`config.mk`:
```
export PLATFORM = sky130hd
export DESIGN_NAME = sound_top
export DESIGN_NICKNAME = d
export VERILOG_FILES = /design/src/hw/sound_pkg.sv /design/src/hw/sound_bus_frontend.sv /design/src/hw/covox_channel.sv /design/src/hw/audio_mixer.sv /design/src/hw/sound_top.sv
export SDC_FILE = /design/constraint.sdc
export NUM_CORES = 1
export LEC_CHECK = 0
export BUFFER_PORTS_ARGS = -buffer_cell sky130_fd_sc_hd__buf_2
export CAP_MARGIN = 25
export CORE_ASPECT_RATIO = 0.8
export CORE_UTILIZATION = 50
export DETAILED_ROUTE_END_ITERATION = 8
export PLACE_DENSITY = 0.69
export SETUP_SLACK_MARGIN = 0.1
export SLEW_MARGIN = 10
export SYNTH_ARGS = -nofsm -noshare
export SYNTH_HDL_FRONTEND = slang
export SYNTH_HIERARCHICAL = 1
export SYNTH_SLANG_ARGS = --single-unit
```
`constraint.sdc`:
```
create_clock -name clk_28mhz -period 3.85 [get_ports clk_28mhz]
set_clock_uncertainty 0.1 [all_clocks]
set_input_delay 0.77 -clock clk_28mhz [delete_from_list [all_inputs] [get_ports clk_28mhz]]
set_output_delay 0.77 -clock clk_28mhz [all_outputs]
set_load 0.05 [all_outputs]
```
`src/hw/sound_pkg.sv`:
```
package sound_pkg;

  // channel count and sample format
  localparam int NUM_CHANNELS = 4;
  localparam int SAMPLE_W = 8;

  // 28 MHz / 16 gives the 1.75 MHz sample rate
  localparam int SAMPLE_DIV = 16;

  // i/o port addresses, low byte only
  localparam logic [7:0] PORT_FE = 8'hFE;
  localparam logic [7:0] PORT_COVOX_ALL = 8'hFB;
  localparam logic [7:0] CHANNEL_PORTS [NUM_CHANNELS] = '{8'h0F, 8'h1F, 8'h4F, 8'h5F};

  // bit positions in the #FE register
  localparam int SPEAKER_BIT = 4;
  localparam int TAPE_OUT_BIT = 3;

  // levels added to each side of the mix
  localparam int BEEPER_LEVEL = 64;
  localparam int TAPE_LEVEL = 16;

  // sum width and scaling to the 16-bit output
  localparam int MIX_W = 10;
  localparam int OUT_SHIFT = 6;

  typedef logic [SAMPLE_W-1:0] sample_t;

  // z80 bus as seen at the top level
  typedef struct packed {
    logic [15:0] addr;
    logic [7:0]  data;
    logic        iorq_n;
    logic        wr_n;
    logic        m1_n;
    logic        dos;
  } z80_io_t;

  // one strobe per channel, all set for #FB
  typedef struct packed {
    logic [NUM_CHANNELS-1:0] strobe;
    sample_t                 data;
  } channel_wr_t;

  typedef struct packed {
    logic speaker;
    logic tape_level;
  } beeper_t;

  // code 3 falls through to mute
  typedef enum logic [1:0] {
    MIX_STEREO = 2'd0,
    MIX_MONO   = 2'd1,
    MIX_MUTE   = 2'd2
  } mix_mode_e;

endpackage

```
`src/hw/sound_bus_frontend.sv`:
```
`timescale 1ns/1ns

module sound_bus_frontend (
  input  logic                    clk_28mhz,
  input  logic                    rst,
  input  sound_pkg::z80_io_t      bus,
  input  logic                    tape_in,
  input  logic                    covox_en,
  output sound_pkg::channel_wr_t  channel_wr,
  output sound_pkg::beeper_t      beeper,
  output logic                    tape_out,
  output logic                    sample_tick
);

  logic                                   io_wr;
  logic                                   io_wr_q;
  logic                                   io_wr_start;
  logic [7:0]                             port_lo;
  logic                                   covox_ok;
  logic [sound_pkg::NUM_CHANNELS-1:0]     covox_hit;
  logic [sound_pkg::NUM_CHANNELS-1:0]     strobe_q;
  sound_pkg::sample_t                     wr_data_q;
  logic [7:0]                             port_fe_q;
  logic                                   tape_meta;
  logic                                   tape_sync;
  logic [$clog2(sound_pkg::SAMPLE_DIV)-1:0] div_cnt;

  // qualified z80 i/o write, opcode fetch excluded
  assign io_wr = ~bus.iorq_n & ~bus.wr_n & bus.m1_n;
  assign io_wr_start = io_wr & ~io_wr_q;

  assign port_lo = bus.addr[7:0];

  // covox ports are hidden while the dos rom is paged in
  assign covox_ok = covox_en & ~bus.dos;

  always_comb begin
    for (int i = 0; i < sound_pkg::NUM_CHANNELS; i++) begin
      covox_hit[i] = covox_ok &
                     ((port_lo == sound_pkg::CHANNEL_PORTS[i]) ||
                      (port_lo == sound_pkg::PORT_COVOX_ALL));
    end
  end

  always_ff @(posedge clk_28mhz) begin
    if (rst) begin
      io_wr_q <= 1'b0;
    end else begin
      io_wr_q <= io_wr;
    end
  end

  // strobes last one cycle, only on the first cycle of a write
  always_ff @(posedge clk_28mhz) begin
    if (rst) begin
      strobe_q <= '0;
    end else if (io_wr_start) begin
      strobe_q <= covox_hit;
    end else begin
      strobe_q <= '0;
    end
  end

  always_ff @(posedge clk_28mhz) begin
    if (io_wr_start) begin
      wr_data_q <= bus.data;
    end
  end

  assign channel_wr = '{strobe: strobe_q, data: wr_data_q};

  // port #FE, loaded regardless of covox_en
  always_ff @(posedge clk_28mhz) begin
    if (rst) begin
      port_fe_q <= '0;
    end else if (io_wr_start && port_lo == sound_pkg::PORT_FE) begin
      port_fe_q <= bus.data;
    end
  end

  assign tape_out = port_fe_q[sound_pkg::TAPE_OUT_BIT];

  // two-flop sync for the async tape input
  always_ff @(posedge clk_28mhz) begin
    if (rst) begin
      tape_meta <= 1'b0;
      tape_sync <= 1'b0;
    end else begin
      tape_meta <= tape_in;
      tape_sync <= tape_meta;
    end
  end

  assign beeper = '{speaker: port_fe_q[sound_pkg::SPEAKER_BIT], tape_level: tape_sync};

  // free-running divider, tick on the last count
  always_ff @(posedge clk_28mhz) begin
    if (rst) begin
      div_cnt     <= '0;
      sample_tick <= 1'b0;
    end else begin
      div_cnt     <= div_cnt + 1'b1;
      sample_tick <= &div_cnt;
    end
  end

endmodule

```
`src/hw/covox_channel.sv`:
```
`timescale 1ns/1ns

module covox_channel (
  input  logic               clk_28mhz,
  input  logic               rst,
  input  logic               wr_strobe,
  input  sound_pkg::sample_t wr_data,
  input  logic               sample_tick,
  output sound_pkg::sample_t sample
);

  sound_pkg::sample_t pending;
  logic               pending_vld;

  // latest write wins until the tick takes it
  always_ff @(posedge clk_28mhz) begin
    if (wr_strobe) begin
      pending <= wr_data;
    end
  end

  always_ff @(posedge clk_28mhz) begin
    if (rst) begin
      pending_vld <= 1'b0;
    end else if (wr_strobe) begin
      pending_vld <= 1'b1;
    end else if (sample_tick) begin
      pending_vld <= 1'b0;
    end
  end

  // commit on the shared tick so a #FB write lands in all channels together
  always_ff @(posedge clk_28mhz) begin
    if (rst) begin
      sample <= '0;
    end else if (sample_tick && pending_vld) begin
      sample <= pending;
    end
  end

endmodule

```
`src/hw/audio_mixer.sv`:
```
`timescale 1ns/1ns

module audio_mixer (
  input  logic                  clk_28mhz,
  input  logic                  rst,
  input  sound_pkg::sample_t    samples [sound_pkg::NUM_CHANNELS],
  input  sound_pkg::beeper_t    beeper,
  input  sound_pkg::mix_mode_e  mode,
  input  logic                  sample_tick,
  output logic [15:0]           audio_out_l,
  output logic [15:0]           audio_out_r
);

  logic [sound_pkg::MIX_W-1:0] beep_add;
  logic [sound_pkg::MIX_W-1:0] tape_add;
  logic [sound_pkg::MIX_W-1:0] sum_l;
  logic [sound_pkg::MIX_W-1:0] sum_r;
  logic [sound_pkg::MIX_W:0]   sum_total;
  logic [sound_pkg::MIX_W-1:0] sum_mono;
  logic [15:0]                 stereo_l;
  logic [15:0]                 stereo_r;
  logic [15:0]                 mono;
  logic [15:0]                 next_l;
  logic [15:0]                 next_r;

  // beeper and tape go to both sides
  assign beep_add = beeper.speaker ?
                    (sound_pkg::MIX_W)'(sound_pkg::BEEPER_LEVEL) : '0;
  assign tape_add = beeper.tape_level ?
                    (sound_pkg::MIX_W)'(sound_pkg::TAPE_LEVEL) : '0;

  // lower half of the channels goes left, upper half right
  always_comb begin
    sum_l = beep_add + tape_add;
    sum_r = beep_add + tape_add;
    for (int i = 0; i < sound_pkg::NUM_CHANNELS; i++) begin
      if (i < sound_pkg::NUM_CHANNELS / 2) begin
        sum_l = sum_l + (sound_pkg::MIX_W)'(samples[i]);
      end else begin
        sum_r = sum_r + (sound_pkg::MIX_W)'(samples[i]);
      end
    end
  end

  // mono is the floor of the average of both sides
  assign sum_total = {1'b0, sum_l} + {1'b0, sum_r};
  assign sum_mono  = sum_total[sound_pkg::MIX_W:1];

  assign stereo_l = 16'(sum_l) << sound_pkg::OUT_SHIFT;
  assign stereo_r = 16'(sum_r) << sound_pkg::OUT_SHIFT;
  assign mono     = 16'(sum_mono) << sound_pkg::OUT_SHIFT;

  always_comb begin
    case (mode)
      sound_pkg::MIX_STEREO: begin
        next_l = stereo_l;
        next_r = stereo_r;
      end
      sound_pkg::MIX_MONO: begin
        next_l = mono;
        next_r = mono;
      end
      // mute and the spare code
      default: begin
        next_l = '0;
        next_r = '0;
      end
    endcase
  end

  // outputs move only at the sample rate
  always_ff @(posedge clk_28mhz) begin
    if (rst) begin
      audio_out_l <= '0;
      audio_out_r <= '0;
    end else if (sample_tick) begin
      audio_out_l <= next_l;
      audio_out_r <= next_r;
    end
  end

endmodule

```
`src/hw/sound_top.sv`:
```
`timescale 1ns/1ns

module sound_top (
  input  logic                  clk_28mhz,
  input  logic                  rst,
  input  sound_pkg::z80_io_t    bus,
  input  logic                  tape_in,
  input  logic                  covox_en,
  input  sound_pkg::mix_mode_e  psg_mix,
  output logic [15:0]           audio_out_l,
  output logic [15:0]           audio_out_r,
  output logic                  tape_out
);

  sound_pkg::channel_wr_t channel_wr;
  sound_pkg::beeper_t     beeper;
  logic                   sample_tick;
  sound_pkg::sample_t     ch_samples [sound_pkg::NUM_CHANNELS];

  sound_bus_frontend u_frontend (
    .clk_28mhz   (clk_28mhz),
    .rst         (rst),
    .bus         (bus),
    .tape_in     (tape_in),
    .covox_en    (covox_en),
    .channel_wr  (channel_wr),
    .beeper      (beeper),
    .tape_out    (tape_out),
    .sample_tick (sample_tick)
  );

  // one dac per covox port, all sharing the write data
  for (genvar i = 0; i < sound_pkg::NUM_CHANNELS; i++) begin : g_channel
    covox_channel u_channel (
      .clk_28mhz   (clk_28mhz),
      .rst         (rst),
      .wr_strobe   (channel_wr.strobe[i]),
      .wr_data     (channel_wr.data),
      .sample_tick (sample_tick),
      .sample      (ch_samples[i])
    );
  end

  audio_mixer u_mixer (
    .clk_28mhz   (clk_28mhz),
    .rst         (rst),
    .samples     (ch_samples),
    .beeper      (beeper),
    .mode        (psg_mix),
    .sample_tick (sample_tick),
    .audio_out_l (audio_out_l),
    .audio_out_r (audio_out_r)
  );

endmodule

```
==> impl_metrics.py <==
metrics = {
    "outcome": {
        "outcome": "complete, but fails checks",
        "violations": "design-rule violations",
    },
    "power_and_ir_drop": {
        "clkPwrFrac_pct": 41.6,
        "swShare_pct": 23.8,
        "powerDensity_nw_per_um2": 364,
        "power_leakage_nw": 2.52,
        "switching_power_w": 0.000529,
        "p_int_w": 0.00169,
        "power_w": 0.00222,
        "pwr-share-seq_pct": 54.6,
        "comb_power_share_pct": 3.8,
        "peakVddDrop_v": 0.000318,
    },
    "clock_network": {
        "cts.sinks": 110,
        "cts_root_buf": "clkbuf_16",
        "cts_hold_buf": 0,
        "clk_latency_ns": 0.35,
        "clockBufferDepth": 2,
        "cts_buffers": 9,
        "cts_tree": "done",
        "clk_pin_slew_worst_paths_ns": 0.08,
        "cts_max_level": 3,
    },
    "routing": {
        "ant_nets": 0,
        "detail_route.iter0.violations": 233,
        "vias": 3876,
        "drc": 1,
        "wl_per_cell_microns": 15.3,
        "wirelength_microns": 10900,
        "post_drt_via_cell_ratio": 5.44,
        "firstDrtPassIters": 6,
    },
    "sta": {
        "max_freq_ghz": 0.288,
        "final.setup.tns_ns": 0,
        "slew_headroom_pct": 56.3,
        "worstMarginPinSlew_ns": 0.654,
        "maxSlewViolCount": 0,
        "grt_setup_unrepaired": "false",
        "fin_crit_ns": 3.47,
        "min_period_over_period_pct": 90.2,
        "whs_ns": 0.339,
        "hold_viol": 0,
        "setup_viol_count_final": 0,
    },
    "synthesis": {
        "synth_top_area_share_pct": 25.2,
        "yosys_warnings": 6,
        "ys_seq_area_share_pct": 46.8,
        "synth_area_leaders": "dfxtp_1, edfxtp_1, ha_1",
        "synth_flop_cell": "dfxtp_1",
        "syn_avg_cell_area_sq_um": 10.5,
        "synth.distinct_cells": 54,
        "syn_inst": 528,
        "netlist_area_sq_um": 5570,
        "synth_top_area_cell": "dfxtp_1",
        "ys_ff_latch": 110,
        "synth_edf_count": 40,
        "postSynth.asyncResetShare_pct": 0,
    },
    "worst_setup_path": {
        "cp-startpoint": "u_frontend/tape_sync$_SDFF_PP0_",
        "cp-start-kind": "register",
        "regToRegEndpoint": "u_mixer/audio_out_l[13]$_SDFFE_PP0P_",
        "crit_fanout": 4,
        "slowest_delay_ns": 0.57,
        "arrival_ns": 3.63,
        "cpMaxStageDelayCell": "fa_1",
        "endpoint": "u_mixer/audio_out_l[13]$_SDFFE_PP0P_",
        "worstRegToRegCells": 15,
        "crit_path_cell_trace": "inv_1 > fa_1 > inv_1 > ha_1 > o21ai_1 > o21ai_1 > a21oi_2 > xnor2_2 > ha_4 > a21oi_2 > o211ai_1 > a31oi_2 > xnor2_1 > nand2_1 > a311oi_1",
        "r2r_slack_ns": 0.38,
        "path_class": "register to register",
        "cp_data_required_time_ns": 4.01,
        "regToRegStartpoint": "u_frontend/tape_sync$_SDFF_PP0_",
        "cp-end-kind": "register",
    },
    "finish": {
        "final_net_count": 640,
        "drive_gt1_share_pct": 19.9,
        "syn2layout_area_growth_pct": 9.46,
        "antenna_cells": 0,
        "fin_util_pct": 56.2,
    },
    "floorplanning": {
        "num_rows": 34,
        "io_pins": 67,
        "die_h_microns": 96.4,
        "start_util_pct": 51.3,
        "die_x_microns": 120,
        "core_sq_um": 10800,
        "die_area_sq_um": 11600,
    },
    "global_routing": {
        "overflow": 0,
        "grt_pass1_wl_microns": 17700,
        "grt.total_usage_pct": 20.0,
        "grt_pass1_vias": 3664,
        "antenna_found_initial": 0,
        "grt_max_degree": 63,
    },
    "job": {
        "maxCapViolCount": 0,
    },
    "placement": {
        "hpwl_microns": 7760,
        "place_congestion": 0.821,
        "io_buffers": 46,
    },
    "min_path": {
        "hp-class": "register to register",
    },
}
-- how the worst min path moves through the flow --
stage                                            end                             start  slack, ns  depth (start not counted)
floorplan            u_frontend/tape_sync$_SDFF_PP0_   u_frontend/tape_meta$_SDFF_PP0_       0.31                          1
global placement    u_frontend/div_cnt[0]$_SDFF_PP0_  u_frontend/div_cnt[0]$_SDFF_PP0_       0.33                          1
detailed placement   u_frontend/tape_sync$_SDFF_PP0_   u_frontend/tape_meta$_SDFF_PP0_       0.32                          1
CTS                  u_frontend/tape_sync$_SDFF_PP0_   u_frontend/tape_meta$_SDFF_PP0_       0.34                          1
global route         u_frontend/tape_sync$_SDFF_PP0_   u_frontend/tape_meta$_SDFF_PP0_       0.37                          1
finish               u_frontend/tape_sync$_SDFF_PP0_   u_frontend/tape_meta$_SDFF_PP0_       0.34                          1
-- layout by cell type (no fill, tap or decap), drive strengths merged, types with 9 or more instances in the layout --
master,netlist,final
a21oi,64,64
dfxtp,70,70
a211oi,10,10
nor2,36,36
nand2,14,14
o21ai,20,20
nand3,38,38
clkbuf,8,9
edfxtp,40,40
buf,31,52
ha,36,36
conb,1,12
xnor2,13,13
inv,27,32
a21bo,32,32
-- layout make-up --
type,instances,area (sq um)
clock buffers,9,225
clock inverters,7,73.8
fillers,955,4750
inverters,27,101
multi-input cells,363,2630
flip-flops and latches,110,2600
well taps,144,180
repair buffers,52,275
-- per-stage QoR --
stage / cells / setup slack (ns) / instance area [sq um]
after global routing: 712 / 0.115 / 6090
after detailed placement: 693 / 0.159 / 5720
after global placement: 693 / 0.241 / 5720
final: 712 / 0.375 / 6090
after floorplan: 539 / 0.579 / 5610
after CTS: 710 / 0.102 / 6020
-- timing repair --
item | CTS | global route
endpoints found under the setup margin | 1 | 8
pin swaps | 1 | 7
cloned | 0 | 0
setup buffers | 1 | 2
gates resized for setup | 0 | 10
-- power groups by stage --
stage / combinational [W] / clock (W) / sequential (W)
after floorplan: 0.0000684 / 0 / 0.00124
after global placement: 0.0000814 / 0 / 0.00124
after detailed placement: 0.0000831 / 0 / 0.00124
after CTS: 0.0000837 / 0.000945 / 0.00121
after global routing: 0.0000918 / 0.000997 / 0.00121
final: 0.0000848 / 0.000924 / 0.00121
-- critical path: cells and delay by family (launching register included) --
family | cells | cell delay (ns)
buffers and inverters | 2 | 0.13
xor gates and xnor gates | 2 | 0.37
and+or+nand+nor | 1 | 0.09
AOI/OAI and AO/OA | 7 | 1.20
DFF | 1 | 0.31
adders and majority gates | 3 | 1.17
-- sequential cells by signal, indices dropped and copies added, names as in the netlist, 2 cells and up --
| signal | cells |
|---|---|
| u_mixer/audio_out_r | 10 |
| u_frontend/strobe_q | 4 |
| g_channel.u_channel/pending | 32 |
| u_mixer/audio_out_l | 10 |
| g_channel.u_channel/sample | 32 |
| u_frontend/wr_data_q | 8 |
| g_channel.u_channel/pending_vld | 4 |
| u_frontend/div_cnt | 4 |
| u_frontend/port_fe_q | 2 |
-- cells in the mapped netlist (2+ instances only) --
master,number
a211o_1,2
a211oi_1,9
a21bo_1,8
a21bo_2,24
a21o_1,7
a21oi_1,56
a21oi_2,8
a221o_1,2
a22oi_1,5
a311oi_1,2
a31oi_1,3
and3_1,2
and4b_1,2
buf_4,18
buf_6,8
buf_8,4
clkbuf_1,7
dfxtp_1,70
edfxtp_1,40
fa_1,7
ha_1,36
inv_1,27
nand2_1,14
nand2b_1,8
nand3_1,38
nand4_1,5
nand4b_1,2
nor2_1,36
nor2b_1,7
nor3_1,8
o211ai_1,2
o21a_1,4
o21ai_0,20
o41ai_1,2
or3_1,2
xnor2_1,13
xor2_1,3
-- metal layers --
layer	share of wire [%]	GRT usage (%)
met1	48	26.6
met3	4.3	4.52
met2	46	32.2
met4	2.0	6.88
met5	0	0
-- kinds of logic after synthesis --
kind of cell	count (synthesis)	share of synthesized area (%)
compound gates	160	20.0
simple gates	131	12.1
flops	110	46.8
buf+inv	66	7.64
fa+ha+maj	43	10.6
xor+xnor	16	2.52
other cells	1	0.0674
mux	1	0.270
No activity file was read; power rests on OpenSTA's default activity.
